$ cat config.mk
export PLATFORM = sky130hd
export DESIGN_NAME = patch_stats_top
export DESIGN_NICKNAME = d
export VERILOG_FILES = /design/src/patch_pkg.sv /design/src/mean_calc.sv /design/src/patch_cfg_regs.sv /design/src/patch_loader.sv /design/src/patch_stats_top.sv /design/src/result_port.sv
export SDC_FILE = /design/constraint.sdc
export NUM_CORES = 1
export LEC_CHECK = 0
export BUFFER_PORTS_ARGS = -buffer_cell sky130_fd_sc_hd__buf_2
export CORE_ASPECT_RATIO = 0.7
export CORE_MARGIN = 4
export CORE_UTILIZATION = 49
export CTS_CLUSTER_DIAMETER = 100
export DETAILED_ROUTE_END_ITERATION = 8
export GPL_ROUTABILITY_DRIVEN = 1
export GPL_TIMING_DRIVEN = 0
export HOLD_SLACK_MARGIN = 0.02
export PLACE_DENSITY = 0.69
export SKIP_LAST_GASP = 1
export SLEW_MARGIN = 30
export SYNTH_ARGS = -nofsm -noshare
export SYNTH_HDL_FRONTEND = slang
export SYNTH_HIERARCHICAL = 1
export SYNTH_SLANG_ARGS = --single-unit
$ cat constraint.sdc
create_clock -name clk -period 8.73 [get_ports clk]
set_clock_uncertainty 0.2 [all_clocks]
set_input_delay 0.4365 -clock clk [delete_from_list [all_inputs] [get_ports clk]]
set_output_delay 0.4365 -clock clk [all_outputs]
set_load 0.01 [all_outputs]
$ cat src/patch_pkg.sv
`default_nettype none

package patch_pkg;

	////////////////////////////////////////////////////////////////////////////
	// Sizes
	////////////////////////////////////////////////////////////////////////////

	// Pixel and accumulated sum widths
	localparam int pix_w = 12;
	localparam int sum_w = 16;

	// Patch side length
	localparam int patch_n = 5;

	// Register map
	localparam int cfg_addr_w = 2;
	localparam logic [cfg_addr_w-1:0] addr_thresh = 2'd0;
	localparam logic [cfg_addr_w-1:0] addr_ctrl = 2'd1;
	localparam logic [cfg_addr_w-1:0] addr_count = 2'd2;

	////////////////////////////////////////////////////////////////////////////
	// Enums
	////////////////////////////////////////////////////////////////////////////

	// Pixel handshake states
	typedef enum logic [1:0] {
		idle,
		wait_req_low,
		stall
	} load_state_t;

	// Threshold compare modes
	typedef enum logic [1:0] {
		flag_off,
		flag_above,
		flag_below
	} flag_mode_t;

	////////////////////////////////////////////////////////////////////////////
	// Payload structs
	////////////////////////////////////////////////////////////////////////////

	// Index 0 is the top row and the left column
	typedef struct packed {
		logic [patch_n-1:0][sum_w-1:0] row_sum;
		logic [patch_n-1:0][sum_w-1:0] col_sum;
	} patch_sums_t;

	typedef struct packed {
		logic [patch_n-1:0][pix_w-1:0] row_mean;
		logic [patch_n-1:0][pix_w-1:0] col_mean;
		logic [pix_w-1:0] patch_mean;
	} patch_means_t;

	// Means plus threshold flag in the LSB
	typedef struct packed {
		patch_means_t means;
		logic flag;
	} patch_result_t;

endpackage

`default_nettype wire

$ cat src/mean_calc.sv
`timescale 1ns/10ps
`default_nettype none

module mean_calc (
	input  logic clk,
	input  logic rst,
	input  patch_pkg::patch_sums_t sums,
	input  logic sums_valid,
	output patch_pkg::patch_means_t means,
	output logic means_valid
);

	typedef logic [patch_pkg::sum_w-1:0] sum_t;
	typedef logic [patch_pkg::pix_w-1:0] pix_t;

	// Full width quotients of each sum
	logic [patch_pkg::patch_n-1:0][patch_pkg::sum_w-1:0] row_div;
	logic [patch_pkg::patch_n-1:0][patch_pkg::sum_w-1:0] col_div;

	// Upper quotient bits all clear
	logic fits;

	// Stage 1 registers
	logic [patch_pkg::patch_n-1:0][patch_pkg::pix_w-1:0] s1_row;
	logic [patch_pkg::patch_n-1:0][patch_pkg::pix_w-1:0] s1_col;
	logic s1_valid;

	// Stage 2 operands
	sum_t row_total;
	sum_t patch_div;

	////////////////////////////////////////////////////////////////////////////
	// Stage 1 divides every sum by the side length
	////////////////////////////////////////////////////////////////////////////

	always_comb begin
		fits = 1'b1;
		for (int i = 0; i < patch_pkg::patch_n; i++) begin
			// Truncating divide
			row_div[i] = sums.row_sum[i] / sum_t'(patch_pkg::patch_n);
			col_div[i] = sums.col_sum[i] / sum_t'(patch_pkg::patch_n);
			if (row_div[i][patch_pkg::sum_w-1:patch_pkg::pix_w] != '0)
				fits = 1'b0;
			if (col_div[i][patch_pkg::sum_w-1:patch_pkg::pix_w] != '0)
				fits = 1'b0;
		end
	end

	always_ff @(posedge clk) begin
		for (int i = 0; i < patch_pkg::patch_n; i++) begin
			s1_row[i] <= pix_t'(row_div[i]);
			s1_col[i] <= pix_t'(col_div[i]);
		end
	end

	////////////////////////////////////////////////////////////////////////////
	// Stage 2 builds the patch mean from the row means
	////////////////////////////////////////////////////////////////////////////

	always_comb begin
		row_total = '0;
		for (int i = 0; i < patch_pkg::patch_n; i++)
			row_total = row_total + sum_t'(s1_row[i]);
		// Mean of truncated row means, truncated again
		patch_div = row_total / sum_t'(patch_pkg::patch_n);
	end

	// Row and column means move along with the patch mean
	always_ff @(posedge clk) begin
		means.row_mean <= s1_row;
		means.col_mean <= s1_col;
		means.patch_mean <= pix_t'(patch_div);
	end

	// Valid bit per stage
	always_ff @(posedge clk) begin
		if (rst) begin
			s1_valid <= 1'b0;
			means_valid <= 1'b0;
		end else begin
			s1_valid <= sums_valid;
			means_valid <= s1_valid;
		end
	end

	// Loader only ever sums five pixels per line
	a_mean_fits: assert property (
		@(posedge clk) disable iff (rst)
		sums_valid |-> fits
	);

endmodule

`default_nettype wire

$ cat src/patch_cfg_regs.sv
`timescale 1ns/10ps
`default_nettype none

module patch_cfg_regs (
	input  logic clk,
	input  logic rst,
	input  logic cfg_we,
	input  logic [patch_pkg::cfg_addr_w-1:0] cfg_addr,
	input  logic [15:0] cfg_wdata,
	output logic [15:0] cfg_rdata,
	input  logic done_pulse,
	output logic [patch_pkg::pix_w-1:0] thresh,
	output patch_pkg::flag_mode_t mode
);

	// Finished output handshakes
	logic [15:0] patch_count;

	////////////////////////////////////////////////////////////////////////////
	// Register writes
	////////////////////////////////////////////////////////////////////////////

	always_ff @(posedge clk) begin
		if (rst) begin
			thresh <= '0;
			mode <= patch_pkg::flag_off;
			patch_count <= '0;
		end else begin
			if (cfg_we && (cfg_addr == patch_pkg::addr_thresh))
				thresh <= cfg_wdata[patch_pkg::pix_w-1:0];
			if (cfg_we && (cfg_addr == patch_pkg::addr_ctrl)) begin
				// Unknown encodings fall back to off
				case (patch_pkg::flag_mode_t'(cfg_wdata[1:0]))
					patch_pkg::flag_above: mode <= patch_pkg::flag_above;
					patch_pkg::flag_below: mode <= patch_pkg::flag_below;
					default: mode <= patch_pkg::flag_off;
				endcase
			end
			// Clear beats a same-cycle increment
			if (cfg_we && (cfg_addr == patch_pkg::addr_count))
				patch_count <= '0;
			else if (done_pulse)
				patch_count <= patch_count + 1'b1;
		end
	end

	// Read mux
	always_comb begin
		cfg_rdata = '0;
		case (cfg_addr)
			patch_pkg::addr_thresh: cfg_rdata[patch_pkg::pix_w-1:0] = thresh;
			patch_pkg::addr_ctrl: cfg_rdata[1:0] = mode;
			patch_pkg::addr_count: cfg_rdata = patch_count;
			default: cfg_rdata = '0;
		endcase
	end

endmodule

`default_nettype wire

$ cat src/patch_loader.sv
`timescale 1ns/10ps
`default_nettype none

module patch_loader (
	input  logic clk,
	input  logic rst,
	input  logic [patch_pkg::pix_w-1:0] pix,
	input  logic pix_req,
	output logic pix_ack,
	input  logic busy,
	output patch_pkg::patch_sums_t sums,
	output logic sums_valid
);

	// Row or column position inside the patch
	typedef logic [$clog2(patch_pkg::patch_n)-1:0] idx_t;

	patch_pkg::load_state_t state;

	idx_t row;
	idx_t col;

	// Pixel zero extended to sum width
	logic [patch_pkg::sum_w-1:0] pix_ext;

	// Position flags
	logic first;
	logic last;

	// Capture strobe for the current request
	logic take;

	assign pix_ext = {{(patch_pkg::sum_w - patch_pkg::pix_w){1'b0}}, pix};

	assign first = (row == '0) && (col == '0);
	assign last = (row == idx_t'(patch_pkg::patch_n - 1)) &&
		(col == idx_t'(patch_pkg::patch_n - 1));

	// Hold off a new patch while the result stage is occupied
	// Never stall once a patch has started
	assign take = pix_req && !(first && busy) &&
		((state == patch_pkg::idle) || (state == patch_pkg::stall));

	////////////////////////////////////////////////////////////////////////////
	// Four-phase handshake
	////////////////////////////////////////////////////////////////////////////

	always_ff @(posedge clk) begin
		if (rst) begin
			state <= patch_pkg::idle;
			pix_ack <= 1'b0;
		end else begin
			case (state)
				patch_pkg::idle, patch_pkg::stall: begin
					if (take) begin
						// Ack one cycle after capture
						state <= patch_pkg::wait_req_low;
						pix_ack <= 1'b1;
					end else if (pix_req) begin
						state <= patch_pkg::stall;
					end else begin
						state <= patch_pkg::idle;
					end
				end
				patch_pkg::wait_req_low: begin
					// Release ack once the source drops req
					if (!pix_req) begin
						state <= patch_pkg::idle;
						pix_ack <= 1'b0;
					end
				end
				default: begin
					state <= patch_pkg::idle;
					pix_ack <= 1'b0;
				end
			endcase
		end
	end

	////////////////////////////////////////////////////////////////////////////
	// Raster position and end of patch
	////////////////////////////////////////////////////////////////////////////

	always_ff @(posedge clk) begin
		if (rst) begin
			row <= '0;
			col <= '0;
			sums_valid <= 1'b0;
		end else begin
			// Pulse after the 25th capture
			sums_valid <= take && last;
			if (take) begin
				if (col == idx_t'(patch_pkg::patch_n - 1)) begin
					col <= '0;
					if (row == idx_t'(patch_pkg::patch_n - 1))
						row <= '0;
					else
						row <= row + 1'b1;
				end else begin
					col <= col + 1'b1;
				end
			end
		end
	end

	////////////////////////////////////////////////////////////////////////////
	// Row and column accumulators
	////////////////////////////////////////////////////////////////////////////

	// First pixel restarts every sum
	always_ff @(posedge clk) begin
		if (take) begin
			for (int i = 0; i < patch_pkg::patch_n; i++) begin
				sums.row_sum[i] <= (first ? '0 : sums.row_sum[i]) +
					((row == idx_t'(i)) ? pix_ext : '0);
				sums.col_sum[i] <= (first ? '0 : sums.col_sum[i]) +
					((col == idx_t'(i)) ? pix_ext : '0);
			end
		end
	end

	// Source keeps req up until it has seen ack
	a_req_held: assert property (
		@(posedge clk) disable iff (rst)
		(pix_req && !pix_ack) |=> (pix_req || pix_ack)
	);

endmodule

`default_nettype wire

$ cat src/patch_stats_top.sv
`timescale 1ns/10ps
`default_nettype none

module patch_stats_top (
	input  logic clk,
	input  logic rst,
	// Pixel input
	input  logic [patch_pkg::pix_w-1:0] pix,
	input  logic pix_req,
	output logic pix_ack,
	// Register port
	input  logic cfg_we,
	input  logic [patch_pkg::cfg_addr_w-1:0] cfg_addr,
	input  logic [15:0] cfg_wdata,
	output logic [15:0] cfg_rdata,
	// Result output
	output patch_pkg::patch_result_t res,
	output logic res_req,
	input  logic res_ack
);

	// Loader to mean calculator
	patch_pkg::patch_sums_t sums;
	logic sums_valid;

	// Mean calculator to result port
	patch_pkg::patch_means_t means;
	logic means_valid;

	// Result port controls
	logic [patch_pkg::pix_w-1:0] thresh;
	patch_pkg::flag_mode_t mode;
	logic busy;
	logic done_pulse;

	////////////////////////////////////////////////////////////////////////////
	// Datapath
	////////////////////////////////////////////////////////////////////////////

	patch_loader u_loader (
		.clk        (clk),
		.rst        (rst),
		.pix        (pix),
		.pix_req    (pix_req),
		.pix_ack    (pix_ack),
		.busy       (busy),
		.sums       (sums),
		.sums_valid (sums_valid)
	);

	mean_calc u_mean (
		.clk         (clk),
		.rst         (rst),
		.sums        (sums),
		.sums_valid  (sums_valid),
		.means       (means),
		.means_valid (means_valid)
	);

	// Config block steers the flag and counts finished patches
	patch_cfg_regs u_cfg (
		.clk        (clk),
		.rst        (rst),
		.cfg_we     (cfg_we),
		.cfg_addr   (cfg_addr),
		.cfg_wdata  (cfg_wdata),
		.cfg_rdata  (cfg_rdata),
		.done_pulse (done_pulse),
		.thresh     (thresh),
		.mode       (mode)
	);

	result_port u_result (
		.clk         (clk),
		.rst         (rst),
		.means       (means),
		.means_valid (means_valid),
		.thresh      (thresh),
		.mode        (mode),
		.res         (res),
		.res_req     (res_req),
		.res_ack     (res_ack),
		.busy        (busy),
		.done_pulse  (done_pulse)
	);

endmodule

`default_nettype wire

$ cat src/result_port.sv
`timescale 1ns/10ps
`default_nettype none

module result_port (
	input  logic clk,
	input  logic rst,
	input  patch_pkg::patch_means_t means,
	input  logic means_valid,
	input  logic [patch_pkg::pix_w-1:0] thresh,
	input  patch_pkg::flag_mode_t mode,
	output patch_pkg::patch_result_t res,
	output logic res_req,
	input  logic res_ack,
	output logic busy,
	output logic done_pulse
);

	// Holding register occupied
	logic held;

	// Flag for the incoming patch
	logic flag_next;

	// Compare against threshold
	always_comb begin
		case (mode)
			patch_pkg::flag_above: flag_next = means.patch_mean > thresh;
			patch_pkg::flag_below: flag_next = means.patch_mean < thresh;
			default: flag_next = 1'b0;
		endcase
	end

	// Result payload
	always_ff @(posedge clk) begin
		if (means_valid) begin
			res.means <= means;
			res.flag <= flag_next;
		end
	end

	////////////////////////////////////////////////////////////////////////////
	// Source side of the output handshake
	////////////////////////////////////////////////////////////////////////////

	always_ff @(posedge clk) begin
		if (rst) begin
			held <= 1'b0;
			res_req <= 1'b0;
			done_pulse <= 1'b0;
		end else begin
			done_pulse <= 1'b0;
			if (means_valid) begin
				// Raise req the cycle after the means land
				held <= 1'b1;
				res_req <= 1'b1;
			end else if (res_req && res_ack) begin
				// Sink has taken the result
				res_req <= 1'b0;
			end else if (held && !res_req && !res_ack) begin
				// Ack back low closes the transfer
				held <= 1'b0;
				done_pulse <= 1'b1;
			end
		end
	end

	// Covers the cycle of means_valid itself
	assign busy = held || means_valid;

	// Loader back-pressure keeps the holding register from being overrun
	a_no_overrun: assert property (
		@(posedge clk) disable iff (rst)
		means_valid |-> !held
	);

endmodule

`default_nettype wire

; Yosys cells after proc, flatten, opt, wreduce, memory -nomap -nowiden
; Cells that the tools add are included.
[totals]
reg_bits = 590
inputBits = 35
output_inout_bits = 151
elab_cells = 174
[classes]
addsub = 17
n_div = 11
order_cmp = 2
n_eq_ne = 19
muxes = 40
n_reduce_logical = 29
[op_table]
columns = operator, count
row1 = "16-bit by 3-bit divider with 16-bit output, second input constant", 11
row2 = 16-bit adder, 10
row3 = 16-bit 2-to-1 mux, 10
row4 = 12-bit 2-to-1 mux, 10
row5 = 16-bit by 12-bit adder with 16-bit output, 3
row6 = 10-bit one-hot mux with 2 select lines, 1
row7 = "16-bit by 1-bit adder with 16-bit output, second input constant", 1
row8 = 12-bit by 12-bit adder with 13-bit output, 1
row9 = "3-bit by 2-bit == test with 1-bit output, second input constant", 4
row10 = 12-bit greater-than comparator, 1
row11 = 1-bit logical AND, 12
row12 = 12-bit less-than comparator, 1
row13 = "2-bit by 1-bit == test with 1-bit output, second input constant", 4
row14 = "2-bit == test, second input constant", 4
row15 = 1-bit 2-to-1 mux, 8
row16 = 2-bit one-hot mux with 2 select lines, 2
row17 = "3-bit by 1-bit adder with 3-bit output, second input constant", 2
row18 = "3-bit by 1-bit == test with 1-bit output, second input constant", 2
row19 = "3-bit == test, second input constant", 2
row20 = 3-bit logical NOT, 2
row21 = 2-bit 2-to-1 mux, 3
row22 = 3-bit 2-to-1 mux, 2
row23 = 2-bit one-hot mux with 3 select lines, 1
row24 = 2-bit AND reduction, 3
row25 = other kinds (10), 18

; Logic depth before layout (Yosys ltp)
[logic_depth]
depth_word = 8
ltp_mapped = 37
mapped_depth_nobuf = 32

; Cells and area by module
; Netlist, hierarchy kept.
[modules_own_cells]
columns = mod, instances, cells_per_inst, area_per_inst_um2
row1 = mean_calc, 1, 3526, 26392.8
row2 = patch_loader, 1, 1329, 12947.4
row3 = result_port, 1, 191, 4458.0
row4 = patch_cfg_regs, 1, 166, 1505.2

; Worst setup path before layout
; OpenSTA, ideal clock, no wires.
[synth_timing]
kind = reg-to-reg
from = register u_mean/s1_row[1] (netlist name)
to = register, netlist name u_mean/means[0]
setup_time_ns = 0.117
arrival_time_ns = 7.683
required_ns = 8.413
slack_ns = 0.730
path_stages_with_launch = 32
path_buffers = 2
period_less_slack_ns = 8.000
cell_sequence = dfxtp_1 -> fa_1 -> fa_1 -> fa_1 -> ha_1 -> fa_1 -> a211oi_1 -> o21ai_1 -> a31o_2 -> xnor2_1 -> nor2_1 -> and4_1 -> or3_1 -> or3_1 -> clkbuf_1 -> a211oi_2 -> or3_1 -> buf_2 -> nand2_2 -> or4_1 -> o21ai_1 -> o2bb2ai_1 -> o21bai_1 -> nor3_1 -> a211oi_2 -> ha_1 -> o21ai_0 -> nor3_1 -> nor3_1 -> o21ai_1 -> a41o_1 -> o22a_1
[synth_via]
elab_chain_cells = 5
[synth_lines]
columns = element, line
row1 = from (decl), mean_calc.sv:24  ; logic [patch_pkg::patch_n-1:0][patch_pkg::pix_w-1:0] s1_row;
row2 = "from (signal, indexed assignment)", mean_calc.sv:51  ; s1_row[i] <= pix_t'(row_div[i]);
row3 = 12-bit by 12-bit adder with 13-bit output, mean_calc.sv:63  ; row_total = row_total + sum_t'(s1_row[i]);
row4 = 16-bit by 12-bit adder with 16-bit output (3 in series), mean_calc.sv:63
row5 = 16-bit by 3-bit divider with 16-bit output, mean_calc.sv:65  ; patch_div = row_total / sum_t'(patch_pkg::patch_n);
row6 = net u_mean.patch_div[0], mean_calc.sv:30  ; sum_t patch_div;
; The timed path passes the listed nets, and every way through them passes these cells.
; A chain may end at the register's enable or synchronous reset.

; Final worst setup path
[layout_timing]
from = register u_mean/s1_row[4] (netlist name)
to = register, netlist name u_mean/means[0]
[layout_via]
elab_chain_cells = 5
[layout_lines]
columns = element, line
row1 = 12-bit by 12-bit adder with 13-bit output, mean_calc.sv:63
row2 = 16-bit by 12-bit adder with 16-bit output (3 in series), mean_calc.sv:63
row3 = 16-bit by 3-bit divider with 16-bit output, mean_calc.sv:65
row4 = net u_mean.patch_div[0], mean_calc.sv:30
; The timed path passes the listed nets, and every way through them passes these cells.

==> results.toml <==
[outcome]
status = "complete, no violations"

[clock_network]
clkLatencyLatePin_ns = 0.65
path_clk_slew_ns = 0.06
cts_buffer_depth = 3
tritoncts = "yes"
numCtsBuffers = 66
cts.sinks = 590
htree_levels = 3
cts_root_buffer = "clkbuf_16"

[floorplan]
dieArea_um2 = 97500
initial_core_util = 0.493
io-pin-count = 186
rows = 93
die_x_um = 371
core_area_um2 = 91800
dieHeight_um = 262

[synthesis]
synthArstFlopShare = 0
ys.warnings.count = 6
synth_edf_count = 293
netlist_top_cells_area = "edfxtp_1 19%, dfxtp_1 13%, ha_1 5.0%"
yosysSeqAreaShare = 0.325
syn_avg_cell_area_um2 = 8.69
synth_nets = 5474
synthCells = 5212
synth_top_area_share = 0.194
synth_top_flop_cell = "dfxtp_1"
syn_area_um2 = 45300
post-synth-top-count-cell = "nor2_1"
synthTopCellsByCount = "398 x nor2_1, 337 x nand2_1, 313 x a21oi_1"
yosysTopAreaCell = "edfxtp_1"
synth_cell_type_count = 152
synth-seq-cells = 590

[grt]
grt_pass1_vias = 36500
antenna_found_initial = 10
grt.overflow.total = 0
grt_usage = 0.240
grt_max_degree = 49
grt_pass1_wl_um = 196000

[critical_path]
slowest_stage = "fa_1"
crit_type = "flop to flop"
r2r_cells = 34
crit_arrival_ns = 8.66
worstPathMaxFanout = 10
critPathRequiredTime_ns = 9.06
crit_top_cell = "inv_1"
startpoint_type = "flop"
end_kind = "flop"
critPathMaxStageDelay_ns = 0.55

[timing]
max_freq_ghz = 0.120
hold_viol = 0
layout_min_cycle_time_ns = 8.33
slew_viol_final = 0
fin_crit_sh = 0.954
max_slew_margin = 0.343
setup_viol = 0
hold_ws_ns = 0.0819
worst_pin_slew_ns = 0.986

[routing]
firstDrtPassIters = 7
vias_per_cell = 6.13
drcViolationCount = 0
wire_per_inst_um = 18.2
dr_total_vias = 41600
antenna_left = 0
drt-total-wl_um = 123000
drt_first_iter_violations = 4374

[placement]
post-dp-hpwl_um = 89600
gp_congestion = 0.937
port_buffers = 180

[cells_and_area]
drive_above_1_share = 0.120
nNetsFinal = 5761
area_growth_pct = 12.1

[min_path]
min_path_type = "input pin to flop"
hold_path_depth = 2

[run]
drv_cap = 0
-- kinds of logic (layout without fill, tap and decap cells) --
kind of cell	after synthesis	in the layout	synth area share
compound gates	1575	1575	0.251
other cells	0	2	0
xor+xnor	283	283	0.0552
fa+ha+maj	249	249	0.0751
mux	104	104	0.0249
flops	590	590	0.325
simple gates	1824	1824	0.215
buf+inv	587	925	0.0543
-- final cells by class --
type,count,area [um^2]
Antenna cell,2,5.00
Buffer,300,1390
Clock buffer,88,1930
Clock inverter,31,307
Fill cell,8175,41000
Inverter,283,1070
Multi-Input combinational cell,4035,28300
Sequential cell,590,14800
Tap cell,1235,1550
Timing Repair Buffer,223,1480
-- routing by layer --
metal / routed length [um] / track usage
met4: 2150 / 0.0460
met3: 9250 / 0.0376
met5: 0 / 0
met1: 59200 / 0.368
met2: 52700 / 0.357
-- registers in the layout, indices dropped and copies added, names as in the netlist --
signal               cells
u_mean/means           132
u_cfg/mode               2
u_mean/means_valid       1
u_loader/sums          160
u_loader/row             3
u_mean/s1_col           60
u_loader/col             3
u_cfg/patch_count       16
u_result/res_req         1
u_loader/sums_valid      1
u_loader/pix_ack         1
u_result/res           133
u_mean/s1_row           60
u_result/done_pulse      1
u_result/held            1
u_cfg/thresh            12
u_mean/s1_valid          1
u_loader/state           2
-- critical path: cells and delay by family (launching register included) --
family / cells / cell delay [ns]
buf+inv: 6 / 0.60
mux: 1 / 0.34
flops: 1 / 0.43
simple gates: 7 / 1.58
fa+ha+maj: 5 / 2.13
compound gates: 15 / 2.90
-- worst paths after layout --
check	slack, ns	to	start
worst max-delay path	0.40	u_mean/means[0]$_DFF_P_	u_mean/s1_row[4]$_DFF_P_
worst min-delay path	0.08	u_cfg/thresh[11]$_SDFFE_PP0P_	rst
worst max register to register	0.40	u_mean/means[0]$_DFF_P_	u_mean/s1_row[4]$_DFF_P_
worst min register to register	0.12	u_mean/means[49]$_DFF_P_	u_mean/s1_col[37]$_DFF_P_
-- metrics by stage --
| stage | cells | instance area [um^2] | util | setup slack, ns | TNS (ns) |
|---|---|---|---|---|---|
| 2_1_floorplan | 5212 | 45300 | - | 0.730 | 0 |
| 3_3_place_gp | 6627 | 47700 | 0.520 | -3.54 | -577.08 |
| 3_5_place_dp | 6641 | 48100 | 0.524 | -0.448 | -0.748 |
| 4_1_cts | 6781 | 50600 | 0.551 | 0.0185 | 0 |
| 5_1_grt | 6785 | 50800 | 0.553 | -0.00930 | -0.00930 |
| 6_report | 6787 | 50800 | 0.553 | 0.399 | 0 |
-- cell usage in the layout, fill, tap and decap left out, types with 36 or more instances in the layout --
cell / Yosys / routed
ha_1: 182 / 181
o21ai_0: 283 / 281
dfxtp_1: 297 / 294
and2_1: 257 / 257
and3_1: 75 / 75
o31ai_1: 43 / 43
nor2b_1: 61 / 61
nand4_1: 44 / 44
buf_2: 91 / 272
inv_1: 255 / 255
mux2i_1: 74 / 74
a21oi_1: 313 / 311
a21o_1: 54 / 54
clkbuf_1: 177 / 177
edfxtp_1: 293 / 293
o21bai_1: 42 / 41
fa_1: 45 / 44
nor2_1: 398 / 396
o211ai_1: 70 / 70
a211oi_1: 62 / 61
nand2b_1: 65 / 65
o21a_1: 36 / 36
nand2_1: 337 / 337
xor2_1: 69 / 69
a31oi_1: 73 / 71
clkbuf_16: 0 / 72
xnor2_1: 211 / 209
nand3_1: 122 / 122
nor3_1: 174 / 173
-- what timing repair did --
action,CTS,global route
buffers inserted,1,8
hold buffers,20,0
pin swaps,1,11
gates resized for setup,21,32
setup endpoints to repair,2,2
hold endpoints to repair,19,0
Power is not shown: default switching activity piles up to over one toggle a cycle in this logic, so the estimate is an artifact.
